### src/hw/tile_pkg.sv
/*
  Shared widths and types of the tile subsystem.
  APB address: bits 11..10 tile window, bits 9..2 word index, bits 1..0 ignored.
  Only windows below NumMemTiles are backed by a memory tile.
*/

package tile_pkg;

  ////////////////////
  // Sizes
  ////////////////////

  localparam int unsigned AddrWidth    = 12;
  localparam int unsigned DataWidth    = 32;
  localparam int unsigned NumMemTiles  = 2;
  localparam int unsigned TileWords    = 256;
  localparam int unsigned WordIdxWidth = 8;

  ////////////////////
  // Types
  ////////////////////

  // APB byte address
  typedef logic [AddrWidth-1:0]    apb_addr_t;
  typedef logic [DataWidth-1:0]    data_t;
  // Word index inside one tile
  typedef logic [WordIdxWidth-1:0] word_idx_t;
  // Top address bits, one window per tile
  typedef logic [1:0]              tile_sel_t;

  // Host tile FSM
  typedef enum logic [1:0] {
    HOST_IDLE,
    HOST_REQ,
    HOST_WAIT,
    HOST_DONE
  } host_state_e;

endpackage

### src/hw/tile_link_if.sv
/*
  Request and response link between the host tile and one memory tile.
  Both channels use valid/ready; a raised valid holds with a stable payload.
  Every request gets exactly one response, writes return zero data.
*/
`timescale 1ns/1ps

interface tile_link_if
  import tile_pkg::*;
();

  // Request channel
  logic      req_valid;
  logic      req_ready;
  logic      req_write;
  word_idx_t req_idx;
  data_t     req_wdata;

  // Response channel
  logic      rsp_valid;
  logic      rsp_ready;
  data_t     rsp_rdata;

  modport initiator (
    output req_valid,
    output req_write,
    output req_idx,
    output req_wdata,
    input  req_ready,
    input  rsp_valid,
    input  rsp_rdata,
    output rsp_ready
  );

  modport target (
    input  req_valid,
    input  req_write,
    input  req_idx,
    input  req_wdata,
    output req_ready,
    output rsp_valid,
    output rsp_rdata,
    input  rsp_ready
  );

endinterface

### src/hw/host_tile.sv
/*
  APB slave of the tile subsystem; one transfer in flight at a time.
  Mapped windows go out on their own link, pready comes after the response.
  Unmapped windows finish in the second access cycle with pslverr, no side effect.
  No write strobes or protection bits: every write stores a full word.
*/
`timescale 1ns/1ps

module host_tile
  import tile_pkg::*;
(
  input  logic           clk_i,
  input  logic           rst_n_i,
  // APB slave
  input  logic           psel_i,
  input  logic           penable_i,
  input  logic           pwrite_i,
  input  apb_addr_t      paddr_i,
  input  data_t          pwdata_i,
  output data_t          prdata_o,
  output logic           pready_o,
  output logic           pslverr_o,
  // Links to the memory tiles
  tile_link_if.initiator link0_o,
  tile_link_if.initiator link1_o
);

  host_state_e state_q;

  // Captured transfer
  tile_sel_t   sel_q;
  word_idx_t   idx_q;
  logic        write_q;
  data_t       wdata_q;

  // Completion
  logic        err_q;
  data_t       prdata_q;

  tile_sel_t   apb_sel;
  logic        apb_mapped;

  // Handshake of the selected link
  logic        sel_req_ready;
  logic        sel_rsp_valid;
  data_t       sel_rsp_rdata;

  ////////////////////
  // Address decode
  ////////////////////

  assign apb_sel    = paddr_i[AddrWidth-1 -: $bits(tile_sel_t)];
  assign apb_mapped = apb_sel < tile_sel_t'(NumMemTiles);

  // Only the selected link is looked at
  always_comb begin
    sel_req_ready = 1'b0;
    sel_rsp_valid = 1'b0;
    sel_rsp_rdata = '0;
    case (sel_q)
      2'd0: begin
        sel_req_ready = link0_o.req_ready;
        sel_rsp_valid = link0_o.rsp_valid;
        sel_rsp_rdata = link0_o.rsp_rdata;
      end
      2'd1: begin
        sel_req_ready = link1_o.req_ready;
        sel_rsp_valid = link1_o.rsp_valid;
        sel_rsp_rdata = link1_o.rsp_rdata;
      end
      default: begin
        sel_req_ready = 1'b0;
      end
    endcase
  end

  ////////////////////
  // FSM
  ////////////////////

  always_ff @(posedge clk_i) begin
    if (!rst_n_i) begin
      state_q  <= HOST_IDLE;
      err_q    <= 1'b0;
      prdata_q <= '0;
    end else begin
      case (state_q)
        HOST_IDLE: begin
          // First access cycle of a transfer
          if (psel_i && penable_i) begin
            if (apb_mapped) begin
              state_q <= HOST_REQ;
            end else begin
              state_q  <= HOST_DONE;
              err_q    <= 1'b1;
              prdata_q <= '0;
            end
          end
        end
        HOST_REQ: begin
          if (sel_req_ready) begin
            state_q <= HOST_WAIT;
          end
        end
        HOST_WAIT: begin
          if (sel_rsp_valid) begin
            state_q  <= HOST_DONE;
            prdata_q <= sel_rsp_rdata;
          end
        end
        HOST_DONE: begin
          state_q <= HOST_IDLE;
          err_q   <= 1'b0;
        end
        default: begin
          state_q <= HOST_IDLE;
        end
      endcase
    end
  end

  // Transfer payload, taken once per transfer
  always_ff @(posedge clk_i) begin
    if (state_q == HOST_IDLE && psel_i && penable_i) begin
      sel_q   <= apb_sel;
      idx_q   <= paddr_i[AddrWidth-$bits(tile_sel_t)-1 -: WordIdxWidth];
      write_q <= pwrite_i;
      wdata_q <= pwdata_i;
    end
  end

  ////////////////////
  // Outputs
  ////////////////////

  assign pready_o  = (state_q == HOST_DONE);
  assign pslverr_o = err_q;
  assign prdata_o  = prdata_q;

  assign link0_o.req_valid = (state_q == HOST_REQ) && (sel_q == 2'd0);
  assign link0_o.req_write = write_q;
  assign link0_o.req_idx   = idx_q;
  assign link0_o.req_wdata = wdata_q;
  assign link0_o.rsp_ready = (state_q == HOST_WAIT) && (sel_q == 2'd0);

  assign link1_o.req_valid = (state_q == HOST_REQ) && (sel_q == 2'd1);
  assign link1_o.req_write = write_q;
  assign link1_o.req_idx   = idx_q;
  assign link1_o.req_wdata = wdata_q;
  assign link1_o.rsp_ready = (state_q == HOST_WAIT) && (sel_q == 2'd1);

endmodule

### src/flat_wrapper.sv
// flat-port wrapper written by rule: the top's interface ports become plain ports
module host_tile_flat import tile_pkg::*;
  (clk_i, rst_n_i, psel_i, penable_i, pwrite_i, paddr_i, pwdata_i, prdata_o, pready_o, pslverr_o, link0_o_req_valid, link0_o_req_write, link0_o_req_idx, link0_o_req_wdata, link0_o_req_ready, link0_o_rsp_valid, link0_o_rsp_rdata, link0_o_rsp_ready, link1_o_req_valid, link1_o_req_write, link1_o_req_idx, link1_o_req_wdata, link1_o_req_ready, link1_o_rsp_valid, link1_o_rsp_rdata, link1_o_rsp_ready);
  tile_link_if link0_o_i ();
  tile_link_if link1_o_i ();
  input  logic clk_i;
  input  logic rst_n_i;
  input  logic psel_i;
  input  logic penable_i;
  input  logic pwrite_i;
  input  apb_addr_t paddr_i;
  input  data_t pwdata_i;
  output data_t prdata_o;
  output logic pready_o;
  output logic pslverr_o;
  output wire logic [$bits(link0_o_i.req_valid)-1:0] link0_o_req_valid;
  output wire logic [$bits(link0_o_i.req_write)-1:0] link0_o_req_write;
  output wire logic [$bits(link0_o_i.req_idx)-1:0] link0_o_req_idx;
  output wire logic [$bits(link0_o_i.req_wdata)-1:0] link0_o_req_wdata;
  input wire logic [$bits(link0_o_i.req_ready)-1:0] link0_o_req_ready;
  input wire logic [$bits(link0_o_i.rsp_valid)-1:0] link0_o_rsp_valid;
  input wire logic [$bits(link0_o_i.rsp_rdata)-1:0] link0_o_rsp_rdata;
  output wire logic [$bits(link0_o_i.rsp_ready)-1:0] link0_o_rsp_ready;
  output wire logic [$bits(link1_o_i.req_valid)-1:0] link1_o_req_valid;
  output wire logic [$bits(link1_o_i.req_write)-1:0] link1_o_req_write;
  output wire logic [$bits(link1_o_i.req_idx)-1:0] link1_o_req_idx;
  output wire logic [$bits(link1_o_i.req_wdata)-1:0] link1_o_req_wdata;
  input wire logic [$bits(link1_o_i.req_ready)-1:0] link1_o_req_ready;
  input wire logic [$bits(link1_o_i.rsp_valid)-1:0] link1_o_rsp_valid;
  input wire logic [$bits(link1_o_i.rsp_rdata)-1:0] link1_o_rsp_rdata;
  output wire logic [$bits(link1_o_i.rsp_ready)-1:0] link1_o_rsp_ready;
  assign link0_o_req_valid = link0_o_i.req_valid;
  assign link0_o_req_write = link0_o_i.req_write;
  assign link0_o_req_idx = link0_o_i.req_idx;
  assign link0_o_req_wdata = link0_o_i.req_wdata;
  assign link0_o_i.req_ready = link0_o_req_ready;
  assign link0_o_i.rsp_valid = link0_o_rsp_valid;
  assign link0_o_i.rsp_rdata = link0_o_rsp_rdata;
  assign link0_o_rsp_ready = link0_o_i.rsp_ready;
  assign link1_o_req_valid = link1_o_i.req_valid;
  assign link1_o_req_write = link1_o_i.req_write;
  assign link1_o_req_idx = link1_o_i.req_idx;
  assign link1_o_req_wdata = link1_o_i.req_wdata;
  assign link1_o_i.req_ready = link1_o_req_ready;
  assign link1_o_i.rsp_valid = link1_o_rsp_valid;
  assign link1_o_i.rsp_rdata = link1_o_rsp_rdata;
  assign link1_o_rsp_ready = link1_o_i.rsp_ready;
  host_tile u_core (.clk_i(clk_i), .rst_n_i(rst_n_i), .psel_i(psel_i), .penable_i(penable_i), .pwrite_i(pwrite_i), .paddr_i(paddr_i), .pwdata_i(pwdata_i), .prdata_o(prdata_o), .pready_o(pready_o), .pslverr_o(pslverr_o), .link0_o(link0_o_i), .link1_o(link1_o_i));
endmodule
### config.mk
export PLATFORM = sky130hd
export DESIGN_NAME = host_tile_flat
export DESIGN_NICKNAME = d
export VERILOG_FILES = /design/src/hw/tile_pkg.sv /design/src/hw/tile_link_if.sv /design/src/hw/host_tile.sv /design/src/flat_wrapper.sv
export SDC_FILE = /design/constraint.sdc
export NUM_CORES = 1
export LEC_CHECK = 0
export ABC_AREA = 1
export BUFFER_PORTS_ARGS = -buffer_cell sky130_fd_sc_hd__buf_2
export CAP_MARGIN = 10
export CORE_ASPECT_RATIO = 1.5
export CORE_MARGIN = 4
export CORE_UTILIZATION = 30
export CTS_CLUSTER_SIZE = 24
export DETAILED_ROUTE_END_ITERATION = 6
export GPL_TIMING_DRIVEN = 0
export PLACE_DENSITY = 0.63
export SYNTH_ARGS = -nofsm -noshare
export SYNTH_HDL_FRONTEND = slang
export SYNTH_SLANG_ARGS = --single-unit
export TNS_END_PERCENT = 20
### constraint.sdc
create_clock -name clk_i -period 4 [get_ports clk_i]
set_input_delay 0.6 -clock clk_i [delete_from_list [all_inputs] [get_ports clk_i]]
set_output_delay 0.6 -clock clk_i [all_outputs]
set_load 0.005 [all_outputs]
## Yosys cells after proc, flatten, opt, wreduce, memory -nomap -nowiden

Index checks and enable logic that the tools add are counted.

| operators by class | value |
|---|---|
| equal/unequal tests | 8 |
| magnitude comparators | 1 |
| multiplexer cells | 15 |
| reductions and logical operators | 14 |

Operators by type and width:

| operator | count |
|---|---|
| $pmux 32 s2 | 2 |
| $mux 32 | 3 |
| $mux 2 | 4 |
| $pmux 2 s4 | 1 |
| $logic_and 1x1->1 | 7 |
| $ne 2x1->1 const B | 3 |
| $pmux 1 s2 | 3 |
| $reduce_and 3->1 | 2 |
| $eq 2x1->1 const B | 2 |
| $eq 2x2->1 const B | 2 |
| $logic_not 2->1 | 2 |
| $reduce_and 4->1 | 1 |
| $reduce_bool 2->1 | 2 |
| $lt 2x2->1 const B | 1 |
| $mux 1 | 2 |
| $ne 2x2->1 const B | 1 |

| storage, ports and cells | value |
|---|---|
| output and inout bits | 120 |
| bits in registers | 78 |
| logic and storage cells | 45 |

## Depth between registers and ports, before layout

| depth | value |
|---|---|
| word-level depth | 4 |
| gate-level depth with buffers | 9 |

## Worst setup path after synthesis

No wires, ideal clock.

| path | value |
|---|---|
| path kind | register -> register |
| start point | register u_core.state_q[0] |
| end point | register u_core.idx_q[0] (netlist: u_core.link0_o.req_idx[0]) (enable) |
| setup slack | 1.034 ns |
| data required time | 3.556 ns |
| cell stages (with the launch flop) | 5 |
| period minus slack after synthesis | 2.966 ns |
| setup time | 0.444 ns |
| buffers on the path | 0 |
| data arrival time | 2.522 ns |
| path through | dfxtp_1 > inv_1 > ha_1 > inv_1 > nor2_1 |

| on the way | value |
|---|---|
| longest elaborated chain between the ends | 3 |

RTL lines:

| item | RTL line | RTL |
|---|---|---|
| from (decl) | host_tile.sv:28 | `host_state_e state_q;` |
| from (signal assigned) | host_tile.sv:83 | `state_q <= HOST_IDLE;` |
| from (signal assigned) | host_tile.sv:92 | `state_q <= HOST_REQ;` |
| from (signal assigned) | host_tile.sv:94 | `state_q <= HOST_DONE;` |
| $logic_not 2->1 | host_tile.sv:124 | `if (state_q == HOST_IDLE && psel_i && penable_i) begin` |
| $logic_and 1x1->1 (2 in series) | host_tile.sv:124 |  |
| to (signal assigned) | host_tile.sv:126 | `idx_q <= paddr_i[AddrWidth-$bits(tile_sel_t)-1 -: WordIdxWidth];` |
| to (decl) | host_tile.sv:32 | `word_idx_t idx_q;` |

Every way passes these cells.
A chain may end at the register's enable or synchronous reset.

## Worst setup path after layout

| path | value |
|---|---|
| start point | register u_core.state_q[0] |
| end point | output port link1_o_rsp_ready |

| on the way | value |
|---|---|
| longest elaborated chain between the ends | 2 |

RTL lines:

| item | RTL line | RTL |
|---|---|---|
| $eq 2x2->1 | host_tile.sv:150 | `assign link1_o.rsp_ready = (state_q == HOST_WAIT) && (sel_q == 2'd1);` |
| $logic_and 1x1->1 | host_tile.sv:150 |  |
| to (decl) | flat_wrapper.sv:31 | `output wire logic [$bits(link1_o_i.rsp_ready)-1:0] link1_o_rsp_ready;` |

Every way passes these cells.

==> results.py <==
metrics = {
    "worst_setup_path": {
        "crit_path_frequent_cell": "buf_2",
        "worst-path-stages": 6,
        "slowest_delay_ns": 0.34,
        "cp_slowest_cell": "dfxtp_1",
        "cp.arrival_ns": 1.77,
        "start_kind": "register",
        "critical-path-top-delay-family": "buffers and inverters",
        "critPathKind": "reg2out",
        "path_cells": "inv_1, ha_1, inv_2, nor2_4, buf_2, buf_2",
        "required_ns": 3.40,
        "end_kind": "output pin",
        "critPathBufInv": 4,
        "crit_fanout": 10,
        "r2r_cells": 8,
    },
    "layout": {
        "area_growth_pct": 48.2,
        "num_antenna_cells": 0,
        "finalNetCount": 746,
        "fin_cells": 779,
        "utilization": 0.452,
        "drive_gt1_frac": 0.501,
    },
    "clock_tree": {
        "cts_buffers": 9,
        "clkTransAtPathRegs_ns": 0.06,
        "cts_num_sinks": 78,
        "htreeDepth": 3,
        "cts-root-buf": "clkbuf_16",
        "clock_latency_ns": 0.33,
        "cts_tree": "done",
        "clock_tree.buffer_depth": 2,
        "ctsResizeCount": 0,
        "cts_hold_buf": 0,
        "post_cts_buffers": 0,
    },
    "logic_synthesis": {
        "synth_edf_count": 43,
        "synthDistinctLibCells": 21,
        "synth.top_cells.by_area": "edfxtp_1 (37%), dfxtp_1 (20%), nand2_1 (11%)",
        "synth_cells": 378,
        "syn-mean-instance-area_um2": 9.26,
        "synth_seq_cells": 78,
        "synth_async_sr_flop_share": 0,
        "syn_area_um2": 3500,
        "mappedNetlistNets": 500,
        "yosysMostFrequentCell": "nand2_1",
        "synth_flop_cell": "edfxtp_1",
        "yosys.area.top_type_share": 0.369,
        "ys_seq_area_frac": 0.569,
        "ys_warn_count": 0,
        "synthTopCellsByCount": "nand2_1 (105), edfxtp_1 (43), buf_4 (41)",
        "yosysTopAreaCell": "edfxtp_1",
    },
    "sta": {
        "setup_tns_ns": 0,
        "slew_headroom": 0.696,
        "maxSlewViolCount": 0,
        "min_period_over_period": 0.593,
        "post-route-min-period_ns": 2.37,
        "hold_viol": 0,
        "rsz0062_at_grt": "false",
        "fin_skew_ns": 0.00716,
        "worstMarginPinSlew_ns": 0.455,
        "max_freq_mhz": 422,
        "setup_viol": 0,
    },
    "die": {
        "ios": 237,
        "die_w_um": 96.2,
        "dieArea_um2": 13500,
        "fp.coreArea_um2": 11500,
        "num_rows": 48,
        "initial_utilization": 0.305,
        "die_y_um": 140,
    },
    "routing": {
        "drt-initial-drc-count": 55,
        "viasPerCell": 4.32,
        "drt_drc_violations_left": 0,
        "via_count": 3366,
        "ant_nets": 0,
        "drtPass1Iterations": 5,
        "wl_per_cell_um": 13.8,
        "drt_wl_total_um": 10700,
    },
    "hold_path": {
        "hold_depth": 1,
        "hp-class": "in2reg",
    },
    "global_route": {
        "grt_use_met2": 0.277,
        "grt-ovfl-total": 0,
        "grt_pass1_wl_um": 15700,
        "grt_pass1_vias": 3231,
        "grt_util_all_layers": 0.154,
        "gr-usage-met3": 0.0666,
        "top_usage_layer": "met2",
        "grt_antenna_before_repair": 4,
        "grt_max_degree": 38,
        "gr-usage-met1": 0.155,
    },
    "status": {
        "outcome": "finished, final reports clean",
    },
    "placement": {
        "placed_cells": 763,
        "place.gp.congestion": 0.778,
        "dp_hpwl_um": 8950,
        "port_buffers": 234,
    },
    "power_and_ir_drop": {
        "vdd_drop_max_mv": 0.274,
        "p_leak_nw": 2.62,
        "pwr_density_cell_nw_per_um2": 618,
        "p_total_mw": 3.20,
    },
    "job": {
        "cap_violations": 0,
    },
}
## cell families after synthesis
kind of cell    synth area share
compound gates            0.0997
fa+ha+maj                 0.0179
buf+inv                    0.134
simple gates               0.179
flops                      0.569
## registers in the layout, indices dropped and copies added, names as in the netlist
| name | cells |
|---|---|
| u_core.link0_o.req_write | 1 |
| u_core.link0_o.req_idx | 8 |
| u_core.prdata_o | 32 |
| u_core.pslverr_o | 1 |
| u_core.sel_q | 2 |
| u_core.state_q | 2 |
| u_core.link0_o.req_wdata | 32 |
## through the flow
step	hold slack, ns	instance area (um2)	worst slack, ns
3_3_place_gp	0.461	4860	0.395
3_5_place_dp	0.465	4890	1.96
5_1_grt	0.416	5190	1.50
6_report	0.441	5190	1.63
4_1_cts	0.425	5190	1.59
2_1_floorplan	0.475	3500	1.03
## placed cells by master (no fill, tap or decap), drive strengths merged
cell type,synthesis,routed
clkinvlp,0,2
inv,10,11
nor2,43,43
clkinv,0,2
clkbuf,3,13
nand4,2,2
o21ai,33,33
bufinv,0,1
dfxtp,35,35
edfxtp,43,43
buf,56,291
nand2,106,106
nand3,6,6
ha,5,5
a21oi,36,36
## final timing paths
check                startpoint                           end  slack, ns
max           u_core.state_q[0]             link1_o_rsp_ready       1.63
min                pwdata_i[25]  u_core.link0_o.req_wdata[25]       0.44
max reg2reg   u_core.state_q[0]           u_core.prdata_o[16]       2.19
min reg2reg  u_core.prdata_o[2]            u_core.prdata_o[2]       0.47
## layer usage
metal  share of wire  vias to the layer above
met5          0.0053                        -
met4           0.013                        8
met3            0.13                       18
met2            0.50                      182
met1            0.35                     1459
li1                -                     1699
## worst reg2reg max path: cells and delay by family, from the launching register on
kind	cells	cell delay [ns]
AND/OR/NAND/NOR	3	0.32
AO/OA/AOI/OAI	2	0.46
flip-flops	1	0.34
buffers and inverters	2	0.32
adder cells (fa/ha/maj)	1	0.27
## area by class of cell
cell class | instances | area (um2)
Fill cell | 1183 | 6280
Sequential cell | 78 | 1990
Timing Repair Buffer | 235 | 1190
Multi-Input combinational cell | 231 | 1050
Buffer | 59 | 432
Clock buffer | 10 | 229
Tap cell | 150 | 188
Clock inverter | 6 | 71.3
Inverter | 10 | 37.5
## power breakdown
part	switching, mW	internal [mW]	total (mW)
clock	0.324	0.488	0.811
combinational	0.684	0.547	1.23
sequential	0.0994	1.06	1.16
Power figures use the tool's default switching activity.
